[src/verilog/pcie_tx_pkg.sv]
package pcie_tx_pkg;

   localparam int words_per_burst = 16;   // 128 byte write

   // fmt/type byte of header dword 0
   localparam logic [7:0] fmt_mrd32 = 8'h00;
   localparam logic [7:0] fmt_mrd64 = 8'h20;
   localparam logic [7:0] fmt_mwr32 = 8'h40;
   localparam logic [7:0] fmt_mwr64 = 8'h60;
   localparam logic [7:0] fmt_cpld  = 8'h4a;

   localparam logic [23:0] rd_len_dw = 24'd128;   // 512 bytes
   localparam logic [23:0] wr_len_dw = 24'd32;

   typedef struct packed {
      logic [63:0] tdata;
      logic        one_dw;
      logic        last;
   } axis_beat_t;

   typedef struct packed {
      logic [23:0] rid_tag;
      logic [3:0]  lower_addr;
      logic [63:0] data;
   } cpl_entry_t;

   typedef struct packed {
      logic [63:0] addr;
      logic [7:0]  tag;
   } rd_req_t;

   typedef struct packed {
      logic [63:0] addr;
   } wr_hdr_t;

   // dword 1 in the upper half, dword 0 in the lower
   typedef struct packed {
      logic [15:0] requester_id;
      logic [7:0]  tag;
      logic [7:0]  byte_en;
      logic [7:0]  fmt_type;
      logic [23:0] length;
   } tlp_req_hdr_t;

   typedef struct packed {
      logic [15:0] completer_id;
      logic [15:0] byte_count;
      logic [7:0]  fmt_type;
      logic [23:0] length;
   } tlp_cpl_hdr_t;

   typedef union packed {
      tlp_req_hdr_t req;
      tlp_cpl_hdr_t cpl;
   } tlp_hdr01_u;

   function automatic logic [31:0] swap_dw(input logic [31:0] d);
      return {d[7:0], d[15:8], d[23:16], d[31:24]};
   endfunction

endpackage
[src/verilog/completion_queue.sv]
`timescale 1ns/10ps

module completion_queue import pcie_tx_pkg::*;
#(
   parameter int completion_depth = 4
)
(
   input  logic       clock,
   input  logic       reset,
   input  logic       cpl_in_valid,
   input  cpl_entry_t cpl_in,
   input  logic       cpl_pop,
   output logic       cpl_in_full,
   output logic       cpl_valid,
   output cpl_entry_t cpl_head
);

   localparam int ptr_w = $clog2(completion_depth);
   localparam int cnt_w = $clog2(completion_depth + 1);

   cpl_entry_t       mem [completion_depth];
   logic [ptr_w-1:0] wr_ptr;
   logic [ptr_w-1:0] rd_ptr;
   logic [cnt_w-1:0] count;
   logic             push;

   assign cpl_in_full = count == cnt_w'(completion_depth);
   assign push        = cpl_in_valid && !cpl_in_full;
   assign cpl_valid   = count != '0;
   assign cpl_head    = mem[rd_ptr];

   always_ff @(posedge clock)
   begin
      if (reset)
      begin
         wr_ptr <= '0;
         rd_ptr <= '0;
         count  <= '0;
      end
      else
      begin
         if (push)
            wr_ptr <= wr_ptr == ptr_w'(completion_depth - 1) ? '0 : wr_ptr + 1'b1;
         if (cpl_pop)
            rd_ptr <= rd_ptr == ptr_w'(completion_depth - 1) ? '0 : rd_ptr + 1'b1;
         count <= count + cnt_w'(push) - cnt_w'(cpl_pop);
      end
   end

   always_ff @(posedge clock)
   begin
      if (push)
         mem[wr_ptr] <= cpl_in;
   end

   a_no_empty_pop: assert property (@(posedge clock) disable iff (reset)
      cpl_pop |-> cpl_valid);

endmodule

[config.mk]
export PLATFORM = sky130hd
export DESIGN_NAME = completion_queue
export DESIGN_NICKNAME = d
export VERILOG_FILES = /design/src/verilog/pcie_tx_pkg.sv /design/src/verilog/completion_queue.sv
export SDC_FILE = /design/constraint.sdc
export NUM_CORES = 1
export LEC_CHECK = 0
export BUFFER_PORTS_ARGS = -buffer_cell sky130_fd_sc_hd__buf_2
export CORE_UTILIZATION = 35
export CTS_CLUSTER_DIAMETER = 30
export DETAILED_ROUTE_END_ITERATION = 8
export PLACE_DENSITY_LB_ADDON = 0.2
export SETUP_SLACK_MARGIN = 0.02
export SLEW_MARGIN = 20
export SYNTH_ARGS = -nofsm -noshare
export SYNTH_HDL_FRONTEND = slang
export SYNTH_SLANG_ARGS = --single-unit
[constraint.sdc]
create_clock -name clock -period 3.2 [get_ports clock]
set_clock_uncertainty 0.2 [all_clocks]
set_input_delay 0.16 -clock clock [delete_from_list [all_inputs] [get_ports clock]]
set_output_delay 0.16 -clock clock [all_outputs]
set_load 0.03 [all_outputs]
---- Yosys cells after proc, flatten, opt, wreduce, memory -nomap -nowiden ----
Memories as Yosys holds them, arrays and structs flattened. A register that Yosys moved wholly into a read port is not among the register bits.
Index checks and enable logic that the tools add are counted.
cells by class
  reduce and logical (&&, ||, !) cells .... 3
  $mul .................................... 0
  eq/ne operators ......................... 3
  div/mod/pow operators ................... 0
  bitwise operators ....................... 0
  $lt $le $gt $ge ......................... 0
  mux-type cells .......................... 6
  add/subtract/negate cells ............... 4
  shift-type cells ........................ 0
operators by type and width
  kind                                          count
  2-to-1 mux 2 bit                              4
  adder 2 x 1 -> 2 bit (second input constant)  2
  == test 2 bit (second input constant)         2
  adder 3 x 1 -> 3 bit                          1
  == test 3 bit (second input constant)         1
  nonzero test 3 bit                            1
  subtractor 3 x 1 -> 3 bit                     1
  2-to-1 mux 1 bit                              2
  logical AND 1 bit                             1
  zero test 1 bit                               1
storage, ports and cells
  bits in latches ......................... 0
  ROM bits ................................ 0
  output and inout port bits .............. 94
  memories kept ........................... 1
  bits in registers ....................... 7
  word-level logic and storage cells ...... 20
  bits in writable memories ............... 368
  input port bits ......................... 96
memory list
  memory  depth  width  read ports  clocked after Yosys merged registers in  write ports  line                    text
  mem     4      92     1           1                                        1            completion_queue.sv:21  cpl_entry_t mem [completion_depth];

---- Logic depth before layout (Yosys ltp) ----
  depth after elaboration ................. 5
  gate-level depth with buffers ........... 12
  gate-level depth less buffers ........... 11

---- Worst setup path after synthesis ----
OpenSTA, ideal clock, no wires.
  kind .................................... register -> register
  start ................................... register count[1]
  end ..................................... register count[2]
  data required time ...................... 2.922 ns
  path slack .............................. 0.673 ns
  setup time .............................. 0.078 ns
  period minus slack after synthesis ...... 2.527 ns
  path buffers ............................ 1
  arrival time ............................ 2.249 ns
  stages on the path, launching flop included .. 13
  cells stage by stage .................... dfxtp_1 > or3b_1 > buf_6 > and2_4 > inv_1 > ha_1 > inv_1 > ha_1 > inv_1 > fa_1 > xor2_1 > and2_1 > nor3_1
on the way
  word-level cells in the longest chain between the ends .. 5
RTL lines
  item                           line                    text
  start: declaration             completion_queue.sv:24  logic [cnt_w-1:0] count;
  start signal: assignment       completion_queue.sv:46  count <= count + cnt_w'(push) - cnt_w'(cpl_pop);
  == test 3 bit                  completion_queue.sv:27  assign cpl_in_full = count == cnt_w'(completion_depth);
  zero test 1 bit                completion_queue.sv:28  assign push = cpl_in_valid && !cpl_in_full;
  logical AND 1 bit              completion_queue.sv:28
  adder 3 x 1 -> 3 bit (*)       completion_queue.sv:46
  subtractor 3 x 1 -> 3 bit (*)  completion_queue.sv:46
Every way passes the cells marked *; elsewhere a longest branch is shown, timed or not.
A chain may end at the register's enable or synchronous reset.

---- Final worst setup path ----
  start ................................... register count[1]
  end ..................................... register count[1]
The elaborated chain is that of the path after synthesis.

==> results.ini <==
[status]
status = complete, no violations

[final_layout]
area_delta_synth_final_pct = 40.2
multi_input_area_um2 = 2360
regArea_um2 = 11200
drive_above_1_share_pct = 45.9
nFillCells = 3155
nets = 995

[timing]
rsz0062_at_grt = false
finalSetupTns_ns = 0
fin_ws_ns = 0.215
setup_viol = 0
worst_slew_pin_slew_ns = 0.634
period_needed_ns = 2.98
hold_viol_final = 0
maxSlewViolCount = 0
relSlewSlack_pct = 57.7
fmax_ghz = 0.335
min_period_over_period_pct = 93.3

[route]
via_per_inst = 4.66
first_pass_iters = 4
route.vias.total = 6875
drtIter0Drc = 370
wire_per_inst_um = 19.6
drtAntennaViolNets = 0
post-route-drc-count = 0
wl_um = 28900

[floorplan]
core-area_um2 = 38700
rows = 72
die_area_um2 = 40100
io_pins = 190
die_h_um = 200
start_util_pct = 35.5
die_w_um = 200

[min_path]
min_from = cpl_in[5]
min_to = mem[1][5]$_DFFE_PP_
hold_class = input pin to flop
hold_depth = 2

[logic_synthesis]
synth_top_area_cell = edfxtp_1
synth.net_count = 634
synth_edf_count = 368
synth-seq-cells = 377
synth_top_cell_area_share_pct = 80.3
synthTopCellsByArea = edfxtp_1 (80%), mux4_2 (15%), dfxtp_1 (1.3%), buf_6 (0.74%), ha_1 (0.64%)
synth.most_common_cell = edfxtp_1
yosysWarnings = 0
syn_inst = 530
async_reset_ff_share_pct = 0
yosysSeqAreaShare_pct = 81.6
synthFlopType = edfxtp_1
synth_area_um2 = 13800
syn_area_per_cell_um2 = 26.0
synthTopCellsByCount = edfxtp_1 (368), mux4_2 (92), buf_2 (9), buf_6 (9), dfxtp_1 (9)
synthDistinctLibCells = 25

[job]
drv_cap = 0

[placed_design]
gp_congestion = 0.705
post-place-ws_ns = 0.421
port-buffer-count = 189
place_hpwl_um = 16900

[grt]
grt_max_degree = 46
track_usage_pct = 15.0
grt_pass1_wl_um = 45400
overflow = 0
use_met1_pct = 18.1
first_global_vias = 7945
met3_usage_pct = 4.39
grtUsageMet2_pct = 25.1
antenna_found_initial = 2
top_usage_layer = met2

[critical_path]
arrival_ns = 3.25
reg2reg_to = count[1]$_SDFF_PP0_
setup.worst_path.class = flop to flop
rrSetupSlack_ns = 0.22
required_ns = 3.46
r2r_start = count[1]$_SDFF_PP0_
rr_worst_depth = 10
crit_path_end_kind = flop
critPathMaxFanout = 9
start_kind = flop

[clock_tree]
cts_tree = done
clock_sinks = 377
clk_pin_slew_worst_paths_ns = 0.04
cts-root-buf = clkbuf_16
numCtsBuffers = 80
h-tree-depth = 3
cts.path.max_buffers = 3
worstSkewPairLatency_ns = 0.58

[power_and_ir_drop]
power_density_nw_per_um2 = 875
power.leakage_nw = 6.77
ir_worst_vdd_mv = 0.656

## cell type report
| class | count | area share (%) |
|---|---|---|
| multi-input combinational | 124 | 12.2 |
| clock buffer | 88 | 10.8 |
| clock inverter | 58 | 4.27 |
| inverter | 7 | 0.136 |
| timing repair buffer | 301 | 11.0 |
| tap | 518 | 3.36 |
| sequential | 377 | 58.2 |
| antenna | 1 | 0.0130 |
## worst max-delay path, stage by stage, from the launching register on
cell and delay [ns]:
dfxtp_1 0.35, or3b_4 0.47, and2_4 0.19, inv_1 0.05, ha_1 0.22, inv_1 0.08
ha_1 0.15, inv_1 0.06, fa_1 0.51, nor2_1 0.05, dlygate4sd3_1 0.55
## stage by stage
step                hold WS [ns]  util, %  instances  total power [W]  instance area [um^2]
finish                     0.130     49.8       1474           0.0169                 19300
floorplan                 0.0589        -        530          0.00748                 13800
global route               0.117     49.8       1473           0.0175                 19300
detailed placement         0.177     39.8       1231          0.00819                 15400
CTS                       0.0886     49.8       1473           0.0171                 19300
global placement           0.166     39.8       1231          0.00811                 15400
## power breakdown
group	switching (W)	internal [W]	total [W]	leakage, nW
Clock	0.00259	0.00613	0.00872	1.40
Sequential	0.000138	0.00599	0.00613	3.44
Combinational	0.00129	0.000743	0.00203	1.92
## placed cells by master, fill, tap and decap left out, types with 4 or more instances in the layout
cell           Yosys  routed
and3_4             0       4
buf_12             0       8
buf_2              9     189
buf_4              1       8
bufinv_16          0      18
clkbuf_1           3       6
clkbuf_16          0      82
clkinv_1           0       9
clkinv_2           0      12
clkinv_4           0       5
clkinvlp_4         0       6
dfxtp_1            9       7
dlygate4sd3_1      0      96
edfxtp_1         368     368
ha_1               7       7
inv_1              7       7
inv_6              0       5
mux4_2            92      92
nor2_1             4       4
## kinds of logic after synthesis
group | after synthesis | share of synthesized area (%)
xor+xnor | 1 | 0.0637
mux | 93 | 15.1
buf+inv | 29 | 1.39
compound gates | 4 | 0.218
flops | 377 | 81.6
fa+ha+maj | 8 | 0.782
simple gates | 18 | 0.800
## registers in the layout, summed over array words and instances, names as in the netlist, named ones only
name	count
mem	368
count	3
rd_ptr	2
wr_ptr	2
## worst max-delay path by stage
stage                               end                 from  slack [ns]  depth (start not counted)
floorplan           count[2]$_SDFF_PP0_  count[1]$_SDFF_PP0_        0.67                         12
global placement    count[2]$_SDFF_PP0_  count[1]$_SDFF_PP0_        0.54                         11
detailed placement  count[2]$_SDFF_PP0_  count[1]$_SDFF_PP0_        0.42                         11
CTS                 count[1]$_SDFF_PP0_  count[1]$_SDFF_PP0_        0.11                         10
global route        count[1]$_SDFF_PP0_  count[1]$_SDFF_PP0_        0.11                         10
finish              count[1]$_SDFF_PP0_  count[1]$_SDFF_PP0_        0.22                         10
## repair_timing
action                     in CTS  in global routing
hold buffers                   96                  0
resized for setup               0                  1
setup endpoints to repair       0                  1
hold endpoints to repair      377                  0
setup buffers                   0                  0
## metal layers
| layer | vias to the layer above | share of wire (%) | wire, um |
|---|---|---|---|
| met4 | 2 | 2.3 | 670 |
| met5 | - | 0.045 | 13 |
| met2 | 205 | 50 | 14400 |
| met1 | 3566 | 42 | 12200 |
| li1 | 3043 | - | - |
| met3 | 59 | 5.6 | 1630 |
Note: power is estimated with default switching activity, not from simulation.
