==> src/verilog/pcie_tx_pkg.sv <==
package pcie_tx_pkg;

   localparam int words_per_burst = 16;   // 128 byte write

   // fmt/type byte of header dword 0
   localparam logic [7:0] fmt_mrd32 = 8'h00;
   localparam logic [7:0] fmt_mrd64 = 8'h20;
   localparam logic [7:0] fmt_mwr32 = 8'h40;
   localparam logic [7:0] fmt_mwr64 = 8'h60;
   localparam logic [7:0] fmt_cpld  = 8'h4a;

   localparam logic [23:0] rd_len_dw = 24'd128;   // 512 bytes
   localparam logic [23:0] wr_len_dw = 24'd32;

   typedef struct packed {
      logic [63:0] tdata;
      logic        one_dw;
      logic        last;
   } axis_beat_t;

   typedef struct packed {
      logic [23:0] rid_tag;
      logic [3:0]  lower_addr;
      logic [63:0] data;
   } cpl_entry_t;

   typedef struct packed {
      logic [63:0] addr;
      logic [7:0]  tag;
   } rd_req_t;

   typedef struct packed {
      logic [63:0] addr;
   } wr_hdr_t;

   // dword 1 in the upper half, dword 0 in the lower
   typedef struct packed {
      logic [15:0] requester_id;
      logic [7:0]  tag;
      logic [7:0]  byte_en;
      logic [7:0]  fmt_type;
      logic [23:0] length;
   } tlp_req_hdr_t;

   typedef struct packed {
      logic [15:0] completer_id;
      logic [15:0] byte_count;
      logic [7:0]  fmt_type;
      logic [23:0] length;
   } tlp_cpl_hdr_t;

   typedef union packed {
      tlp_req_hdr_t req;
      tlp_cpl_hdr_t cpl;
   } tlp_hdr01_u;

   function automatic logic [31:0] swap_dw(input logic [31:0] d);
      return {d[7:0], d[15:8], d[23:16], d[31:24]};
   endfunction

endpackage
==> src/verilog/pcie_tx.sv <==
`timescale 1ns/10ps

module pcie_tx import pcie_tx_pkg::*;
(
   input  logic        clock,
   input  logic        reset,
   input  logic [15:0] pcie_id,
   input  logic        cpl_valid,
   input  cpl_entry_t  cpl_head,
   output logic        cpl_pop,
   input  logic        rd_valid,
   input  rd_req_t     rd_head,
   output logic        rd_pop,
   input  logic        wr_valid,
   input  wr_hdr_t     wr_head,
   input  logic [63:0] wr_data,
   output logic        wr_word_ready,
   input  logic        tx_ready,
   output axis_beat_t  tx_beat,
   output logic        tx_valid
);

   localparam logic [1:0] k_idle = 2'd0;
   localparam logic [1:0] k_cpl  = 2'd1;
   localparam logic [1:0] k_rd   = 2'd2;
   localparam logic [1:0] k_wr   = 2'd3;
   localparam logic [4:0] wr_last = 5'(words_per_burst + 1);

   logic [1:0]  kind;
   logic [4:0]  beat_idx;   // next beat to load
   logic        tail;       // last beat already loaded
   logic        is_3dw;
   logic [31:0] prev_hi;
   logic [63:0] word_sw;
   logic        takes_word;
   logic        load;
   logic        accept;
   tlp_hdr01_u  hdr;
   axis_beat_t  next_beat;

   assign accept  = tx_valid && tx_ready;
   assign load    = kind != k_idle && !tail && (!tx_valid || tx_ready);
   assign word_sw = {swap_dw(wr_data[63:32]), swap_dw(wr_data[31:0])};

   // 3dw carries word 0 in the address beat
   assign takes_word = is_3dw ? (beat_idx >= 5'd1 && beat_idx < wr_last)
                              : (beat_idx >= 5'd2 && beat_idx <= wr_last);

   assign wr_word_ready = load && kind == k_wr && takes_word;
   assign cpl_pop       = accept && tx_beat.last && kind == k_cpl;
   assign rd_pop        = accept && tx_beat.last && kind == k_rd;

   always_comb
   begin
      hdr = '0;
      next_beat = '0;
      if (kind == k_cpl)
      begin
         hdr.cpl.fmt_type     = fmt_cpld;
         hdr.cpl.length       = 24'd2;
         hdr.cpl.completer_id = pcie_id;
         hdr.cpl.byte_count   = 16'd8;
      end
      else if (kind == k_rd)
      begin
         hdr.req.fmt_type     = is_3dw ? fmt_mrd32 : fmt_mrd64;
         hdr.req.length       = rd_len_dw;
         hdr.req.requester_id = pcie_id;
         hdr.req.tag          = rd_head.tag;
         hdr.req.byte_en      = 8'hff;
      end
      else
      begin
         hdr.req.fmt_type     = is_3dw ? fmt_mwr32 : fmt_mwr64;
         hdr.req.length       = wr_len_dw;
         hdr.req.requester_id = pcie_id;
         hdr.req.byte_en      = 8'hff;
      end

      if (beat_idx == 5'd0)
         next_beat.tdata = hdr;
      else if (kind == k_cpl)
      begin
         if (beat_idx == 5'd1)
            next_beat.tdata = {swap_dw(cpl_head.data[31:0]), cpl_head.rid_tag, 1'b0,
                               cpl_head.lower_addr, 3'd0};
         else
         begin
            next_beat.tdata  = {32'h0, swap_dw(cpl_head.data[63:32])};
            next_beat.one_dw = 1'b1;
            next_beat.last   = 1'b1;
         end
      end
      else if (kind == k_rd)
      begin
         next_beat.tdata  = is_3dw ? {32'h0, rd_head.addr[31:0]}
                                   : {rd_head.addr[31:0], rd_head.addr[63:32]};
         next_beat.one_dw = is_3dw;
         next_beat.last   = 1'b1;
      end
      else if (beat_idx == 5'd1)
         next_beat.tdata = is_3dw ? {word_sw[31:0], wr_head.addr[31:0]}
                                  : {wr_head.addr[31:0], wr_head.addr[63:32]};
      else if (is_3dw)
      begin
         // low half of this word paired with high half of the last
         next_beat.tdata  = beat_idx == wr_last ? {32'h0, prev_hi} : {word_sw[31:0], prev_hi};
         next_beat.one_dw = beat_idx == wr_last;
         next_beat.last   = beat_idx == wr_last;
      end
      else
      begin
         next_beat.tdata = word_sw;
         next_beat.last  = beat_idx == wr_last;
      end
   end

   always_ff @(posedge clock)
   begin
      if (reset)
      begin
         kind     <= k_idle;
         beat_idx <= 5'd0;
         tail     <= 1'b0;
         tx_valid <= 1'b0;
      end
      else if (kind == k_idle)
      begin
         beat_idx <= 5'd0;
         tail     <= 1'b0;
         if (cpl_valid)
            kind <= k_cpl;
         else if (rd_valid)
            kind <= k_rd;
         else if (wr_valid)
            kind <= k_wr;
      end
      else
      begin
         if (load)
         begin
            beat_idx <= beat_idx + 5'd1;
            tail     <= next_beat.last;
            tx_valid <= 1'b1;
         end
         else if (accept)
            tx_valid <= 1'b0;
         if (accept && tx_beat.last)
            kind <= k_idle;
      end
   end

   always_ff @(posedge clock)
   begin
      if (kind == k_idle)   // only read and write look at the format
         is_3dw <= rd_valid ? rd_head.addr[63:32] == 32'h0 : wr_head.addr[63:32] == 32'h0;
      if (load)
         tx_beat <= next_beat;
      if (wr_word_ready)
         prev_hi <= swap_dw(wr_data[63:32]);
   end

   a_beat_stable: assert property (@(posedge clock) disable iff (reset)
      tx_valid && !tx_ready |=> tx_valid && $stable(tx_beat));

   // no pop or word strobe while the port stalls
   a_no_strobe_stalled: assert property (@(posedge clock) disable iff (reset)
      !tx_ready |-> !(cpl_pop || rd_pop || wr_word_ready));

endmodule

==> config.mk <==
export PLATFORM = sky130hd
export DESIGN_NAME = pcie_tx
export DESIGN_NICKNAME = d
export VERILOG_FILES = /design/src/verilog/pcie_tx_pkg.sv /design/src/verilog/pcie_tx.sv
export SDC_FILE = /design/constraint.sdc
export NUM_CORES = 1
export LEC_CHECK = 0
export BUFFER_PORTS_ARGS = -buffer_cell sky130_fd_sc_hd__buf_2
export CAP_MARGIN = 20
export CORE_AREA = 2 2 150 152
export CTS_CLUSTER_DIAMETER = 30
export CTS_CLUSTER_SIZE = 24
export DETAILED_ROUTE_END_ITERATION = 10
export DIE_AREA = 0 0 152 154
export GPL_TIMING_DRIVEN = 0
export PLACE_DENSITY = 0.69
export RECOVER_POWER = 25
export SYNTH_ARGS = -nofsm -noshare
export SYNTH_HDL_FRONTEND = slang
export SYNTH_SLANG_ARGS = --single-unit
==> constraint.sdc <==
create_clock -name clock -period 8.6 [get_ports clock]
set_clock_uncertainty 0.1 [all_clocks]
set_input_delay 0.43 -clock clock [delete_from_list [all_inputs] [get_ports clock]]
set_output_delay 0.43 -clock clock [all_outputs]
set_load 0.01 [all_outputs]
# Word-level counts from Yosys, hierarchy flattened
# Index checks and enable logic that the tools add are counted.
word_totals:
  ramBits: 0
  latchBits: 0
  input_bits: 314
  word_cells: 71
  reg_bits: 108
  mem_bits_ro: 0
  n_memories: 0
classes:
  n_bitwise: 1
  shift: 0
  mul: 0
  addsub: 1
  reduce_logical: 23
  magnitude_cmp: 4
  n_mux: 27
  n_eq_ne: 6
  div: 0
ops:
  columns: ["operator", "n"]
  rows:
  - ["64-bit two-way mux", 7]
  - ["66-bit two-way mux", 2]
  - ["32-bit zero test", 2]
  - ["48-bit two-way mux", 1]
  - ["31-bit two-way mux", 1]
  - ["2-bit two-way mux", 7]
  - ["6-bit two-way mux", 2]
  - ["1-bit logical AND", 10]
  - ["8-bit two-way mux", 1]
  - ["1-bit two-way mux", 6]
  - ["2-bit nonzero test", 3]
  - ["5-bit by 1-bit adder with 5-bit output, second input constant", 1]
  - ["5-bit by 1-bit == test with 1-bit output, second input constant", 1]
  - ["5-bit == test, second input constant", 1]
  - ["5-bit by 1-bit >= comparator with 1-bit output, second input constant", 1]
  - ["5-bit by 2-bit >= comparator with 1-bit output, second input constant", 1]
  - ["5-bit less-or-equal comparator, second input constant", 1]
  - ["5-bit zero test", 1]
  - ["5-bit < comparator, second input constant", 1]
  - ["2-bit == test, second input constant", 2]
  - ["4-bit != test, second input constant", 1]
  - ["2-bit AND reduction", 2]
  - ["2-bit by 1-bit == test with 1-bit output, second input constant", 1]
  - ["1-bit zero test", 2]
  - ["4 further kinds", 4]

# Logic depth before layout (Yosys ltp)
depth:
  word_depth: 7
  mapped_depth: 10
  depth_no_buf: 6

# Worst setup path after synthesis
# No wires, ideal clock.
synth_timing:
  path_type: "flip-flop to flip-flop"
  startpoint: "register kind[0]"
  endpoint: "register prev_hi[0] (enable)"
  path_stages_with_launch: 7
  path_slack_ns: 0.516
  required_time_ns: 8.061
  t_arrival_ns: 7.546
  path_cell_list: "dfxtp_1 inv_1 ha_1 clkbuf_1 nor3_1 nand2_1 a21oi_1"
synth_via:
  elab_chain_cells: 5
  elab_cells_between_ends: 6
  cone_classes: "eq/ne (1); reduce/logical (5)"
synth_lines:
  columns: ["item", "line_no", "text"]
  rows:
  - ["start: declaration", "pcie_tx.sv:29", "logic [1:0] kind;"]
  - ["start signal: assignment", "pcie_tx.sv:122", "kind <= k_idle;"]
  - ["start signal: assignment", "pcie_tx.sv:132", "kind <= k_cpl;"]
  - ["start signal: assignment", "pcie_tx.sv:134", "kind <= k_rd;"]
  - ["2-bit nonzero test", "pcie_tx.sv:42", "assign load = kind != k_idle && !tail && (!tx_valid || tx_ready);"]
  - ["1-bit logical AND (2 in series)", "pcie_tx.sv:42", null]
  - ["named net load", "pcie_tx.sv:36", "logic load;"]
  - ["1-bit logical AND (2 in series)", "pcie_tx.sv:49", "assign wr_word_ready = load && kind == k_wr && takes_word;"]
  - ["named net wr_word_ready", "pcie_tx.sv:17", "output logic wr_word_ready,"]
  - ["end signal: assignment", "pcie_tx.sv:160", "prev_hi <= swap_dw(wr_data[63:32]);"]
  - ["end: declaration", "pcie_tx.sv:33", "logic [31:0] prev_hi;"]
# The timed path passes the listed nets, and every way through them passes these cells.
# A chain may end at the register's enable or synchronous reset.

# Worst setup path in the final report
layout_timing:
  startpoint: "register kind[0]"
  endpoint: "output wr_word_ready"
layout_via:
  elab_chain_cells: 5
  elab_cells_between_ends: 6
  cone_classes: "eq/ne (1); reduce/logical (5)"
layout_lines:
  columns: ["item", "line_no"]
  rows:
  - ["2-bit nonzero test", "pcie_tx.sv:42"]
  - ["1-bit logical AND (2 in series)", "pcie_tx.sv:42"]
  - ["named net load", "pcie_tx.sv:36"]
  - ["1-bit logical AND (2 in series)", "pcie_tx.sv:49"]
  - ["end: declaration", "pcie_tx.sv:17"]
# The timed path passes the listed nets, and every way through them passes these cells.

==> flow_summary.yaml <==
layout:
  drive_gt1_frac: 0.335
  multi_input_area_um2: 3890
  fin_cells: 1480
  fin_area_um2: 10100
  nFillCells: 2195
  final_common_cell: "buf_2"
  syn2layout_area_growth_pct: 35.7
  regArea_um2: 3150
  layout.nets: 1515
  final_cell_mix: "buf_2 (344), nand2_1 (120), edfxtp_1 (99)"
timing:
  fmax_mhz: 253
  hold_viol_final: 0
  relSlewSlack: 0.287
  setup_ws_ps: 4650
  finalMaxSlewViolations: 0
  whs_ps: 151
  setup_viol: 0
  rsz0062_at_grt: "no"
  worst_pin_slew_ps: 1060
  finalCritPeriodShare: 0.460
  fin_crit_ps: 3950
cts:
  clockBufferDepth: 2
  cts.sinks: 108
  post_cts_resized: 0
  cts.root.buffer_cell: "clkbuf_16"
  clk_latency_ps: 370
  h-tree-depth: 3
  cts_made_buffers: 9
  cts.reportedPaths.clkPinSlew_ps: 80
  cts_tree: "built"
  postCtsSetupBuffers: 0
  postCtsHoldBufs: 0
worst_setup_path:
  cp-end-kind: "output port"
  cp_max_fo: 17
  r2r_slack_ps: 4940
  critPathTopFamily: "buffers and inverters"
  cpMostUsedCell: "buf_8"
  path_depth: 10
  arrival_ps: 3420
  path_class: "reg -> out"
  path_buf_inv: 6
  r2r_cells: 8
  crit_slowest_cell: "a21oi_4"
  start_kind: "flop"
  path_cells: "inv_1 -> ha_1 -> clkbuf_1 -> nor3_2 -> buf_8 -> buf_8 -> nand2_1 -> a21oi_4 -> buf_16 -> buf_2"
  slowest_delay_ps: 610
  cp.required_ps: 8070
synthesis:
  synth_top_area_frac: 0.398
  synth_seq_cells: 108
  syn_inst: 790
  ys_async_sr_fraction: 0
  synth_area_leaders: "edfxtp_1 (40%), mux2i_1 (6.2%), nand2_1 (6.0%), nor3_1 (2.5%), dfxtp_1 (2.4%)"
  syn_area_um2: 7480
  synth_edf_count: 99
  yosysWarnings: 0
  ys_seq_area_frac: 0.422
  synth-main-ff-cell: "edfxtp_1"
  avgSynthCellArea_um2: 9.46
  synthDistinctLibCells: 61
  yosysTopAreaCell: "edfxtp_1"
  synth_nets: 1113
floorplanning:
  ioPinCount: 384
  initial_core_util: 0.345
  core_um2: 21700
  die_area_um2: 23400
  die_x_um: 152
  die_h_um: 154
  core.rowCount: 54
place:
  finalWeightedCongestion: 0.943
  placed_area_um2: 9870
  dp_hpwl_um: 31700
  numPortBuffers: 383
  dp_slack_ps: 5040
  place_inst: 1461
power:
  ir_drop_mv: 0.0900
  finalPower_uw: 1900
  p_per_area_nw_per_um2: 188
  p_leak_uw: 0.00409
global_routing:
  grt_pass1_vias: 8855
  grt-ovfl-total: 0
  grt_pass1_wl_um: 57200
  gr-usage-all-layers: 0.330
  antenna_found_initial: 7
  grt_max_degree: 18
route:
  vias: 8930
  wire_per_inst_um: 27.2
  wl_um: 40200
  initialDrtViolationCount: 952
  ant_nets: 0
  drc: 0
  firstDrtPassIters: 7
  vias_per_cell: 6.03
status:
  status: "finished, final reports clean"
min_path:
  hold_path.class: "in -> reg"
  hold_depth: 1
flow_run:
  maxCapViolations: 0
## flip-flops by register name, summed over array words and instances, names as in the netlist
signal	flops
tx_beat	66
prev_hi	32
beat_idx	5
kind	2
is_3dw	1
tail	1
tx_valid	1
## cells in the mapped netlist, types with 3 or more instances
cell type,number
a22o_1,8
and2_1,5
o32ai_2,4
buf_6,4
o22ai_1,4
a211o_1,9
dfxtp_1,9
nand4_1,6
buf_1,9
edfxtp_1,99
o21ai_0,17
o32ai_1,18
a211oi_1,18
a311oi_1,6
a221o_1,11
buf_2,15
o32a_1,9
nor2_1,23
mux2i_1,46
a2111oi_0,5
nor3_1,37
nand2_1,120
inv_1,32
o221ai_1,14
a31o_2,12
ha_1,9
mux2_2,4
or3_1,11
a22oi_1,11
and3_1,4
nand3_1,26
nor4b_1,4
a311o_1,7
o2bb2ai_1,8
nand2b_1,3
a32o_1,15
clkbuf_1,43
nor2b_1,28
a21oi_1,35
nor4_1,14
## per-stage QoR
| step | utilization | setup TNS (ps) |
|---|---|---|
| 2_1_floorplan | - | 0 |
| 3_3_place_gp | 0.449 | -192950 |
| 3_5_place_dp | 0.455 | 0 |
| 4_1_cts | 0.470 | 0 |
| 5_1_grt | 0.468 | 0 |
| 6_report | 0.468 | 0 |
## worst reg2reg max path, cell delays in order (launching register included)
cell and delay, ps:
dfxtp_1 380, inv_1 110, ha_1 280, clkbuf_1 330, nor2_1 530, clkbuf_1 600, buf_1 650, nand3_1 150
a31o_2 300
## per-layer routing
metal	share of wire	global-route usage
met5	0.0011	0
met4	0.047	0.152
met3	0.095	0.0755
met2	0.46	0.539
met1	0.39	0.415
## logic make-up (layout without fill, tap and decap cells)
| group | count (synthesis) | count (layout) | synth area share |
|---|---|---|---|
| AO/OA/AOI/OAI | 225 | 225 | 0.241 |
| XOR/XNOR | 2 | 2 | 0.00234 |
| adder cells (fa/ha/maj) | 9 | 9 | 0.0151 |
| buffers and inverters | 105 | 511 | 0.0602 |
| flip-flops | 108 | 108 | 0.422 |
| multiplexers | 50 | 50 | 0.0676 |
| other | 0 | 4 | 0 |
| AND/OR/NAND/NOR | 291 | 291 | 0.192 |
## path summary, 6_finish.rpt
path                         startpoint                     to
setup / recovery   kind[0]$_SDFFE_PP0P_          wr_word_ready
hold / removal              wr_data[51]  prev_hi[11]$_DFFE_PP_
setup reg to reg   kind[0]$_SDFFE_PP0P_  tx_beat[49]$_DFFE_PP_
hold reg to reg   tx_valid$_SDFFE_PP0P_  tx_valid$_SDFFE_PP0P_
## layout make-up
class                           instances  share of cell area
Inverter                               32              0.0118
Clock inverter                          5             0.00999
Multi-Input combinational cell        577               0.383
Antenna cell                            4            0.000987
Buffer                                 73              0.0326
Sequential cell                       108               0.311
Clock buffer                           10              0.0226
Tap cell                              280              0.0345
Timing Repair Buffer                  391               0.193
## where the power goes
part / switching [µW] / leakage [µW] / internal, µW
sequential: 20.4 / 0.00101 / 659
combinational: 466 / 0.00293 / 266
clock: 210 / 0.000156 / 283
Note: power is estimated with default switching activity, not from simulation.
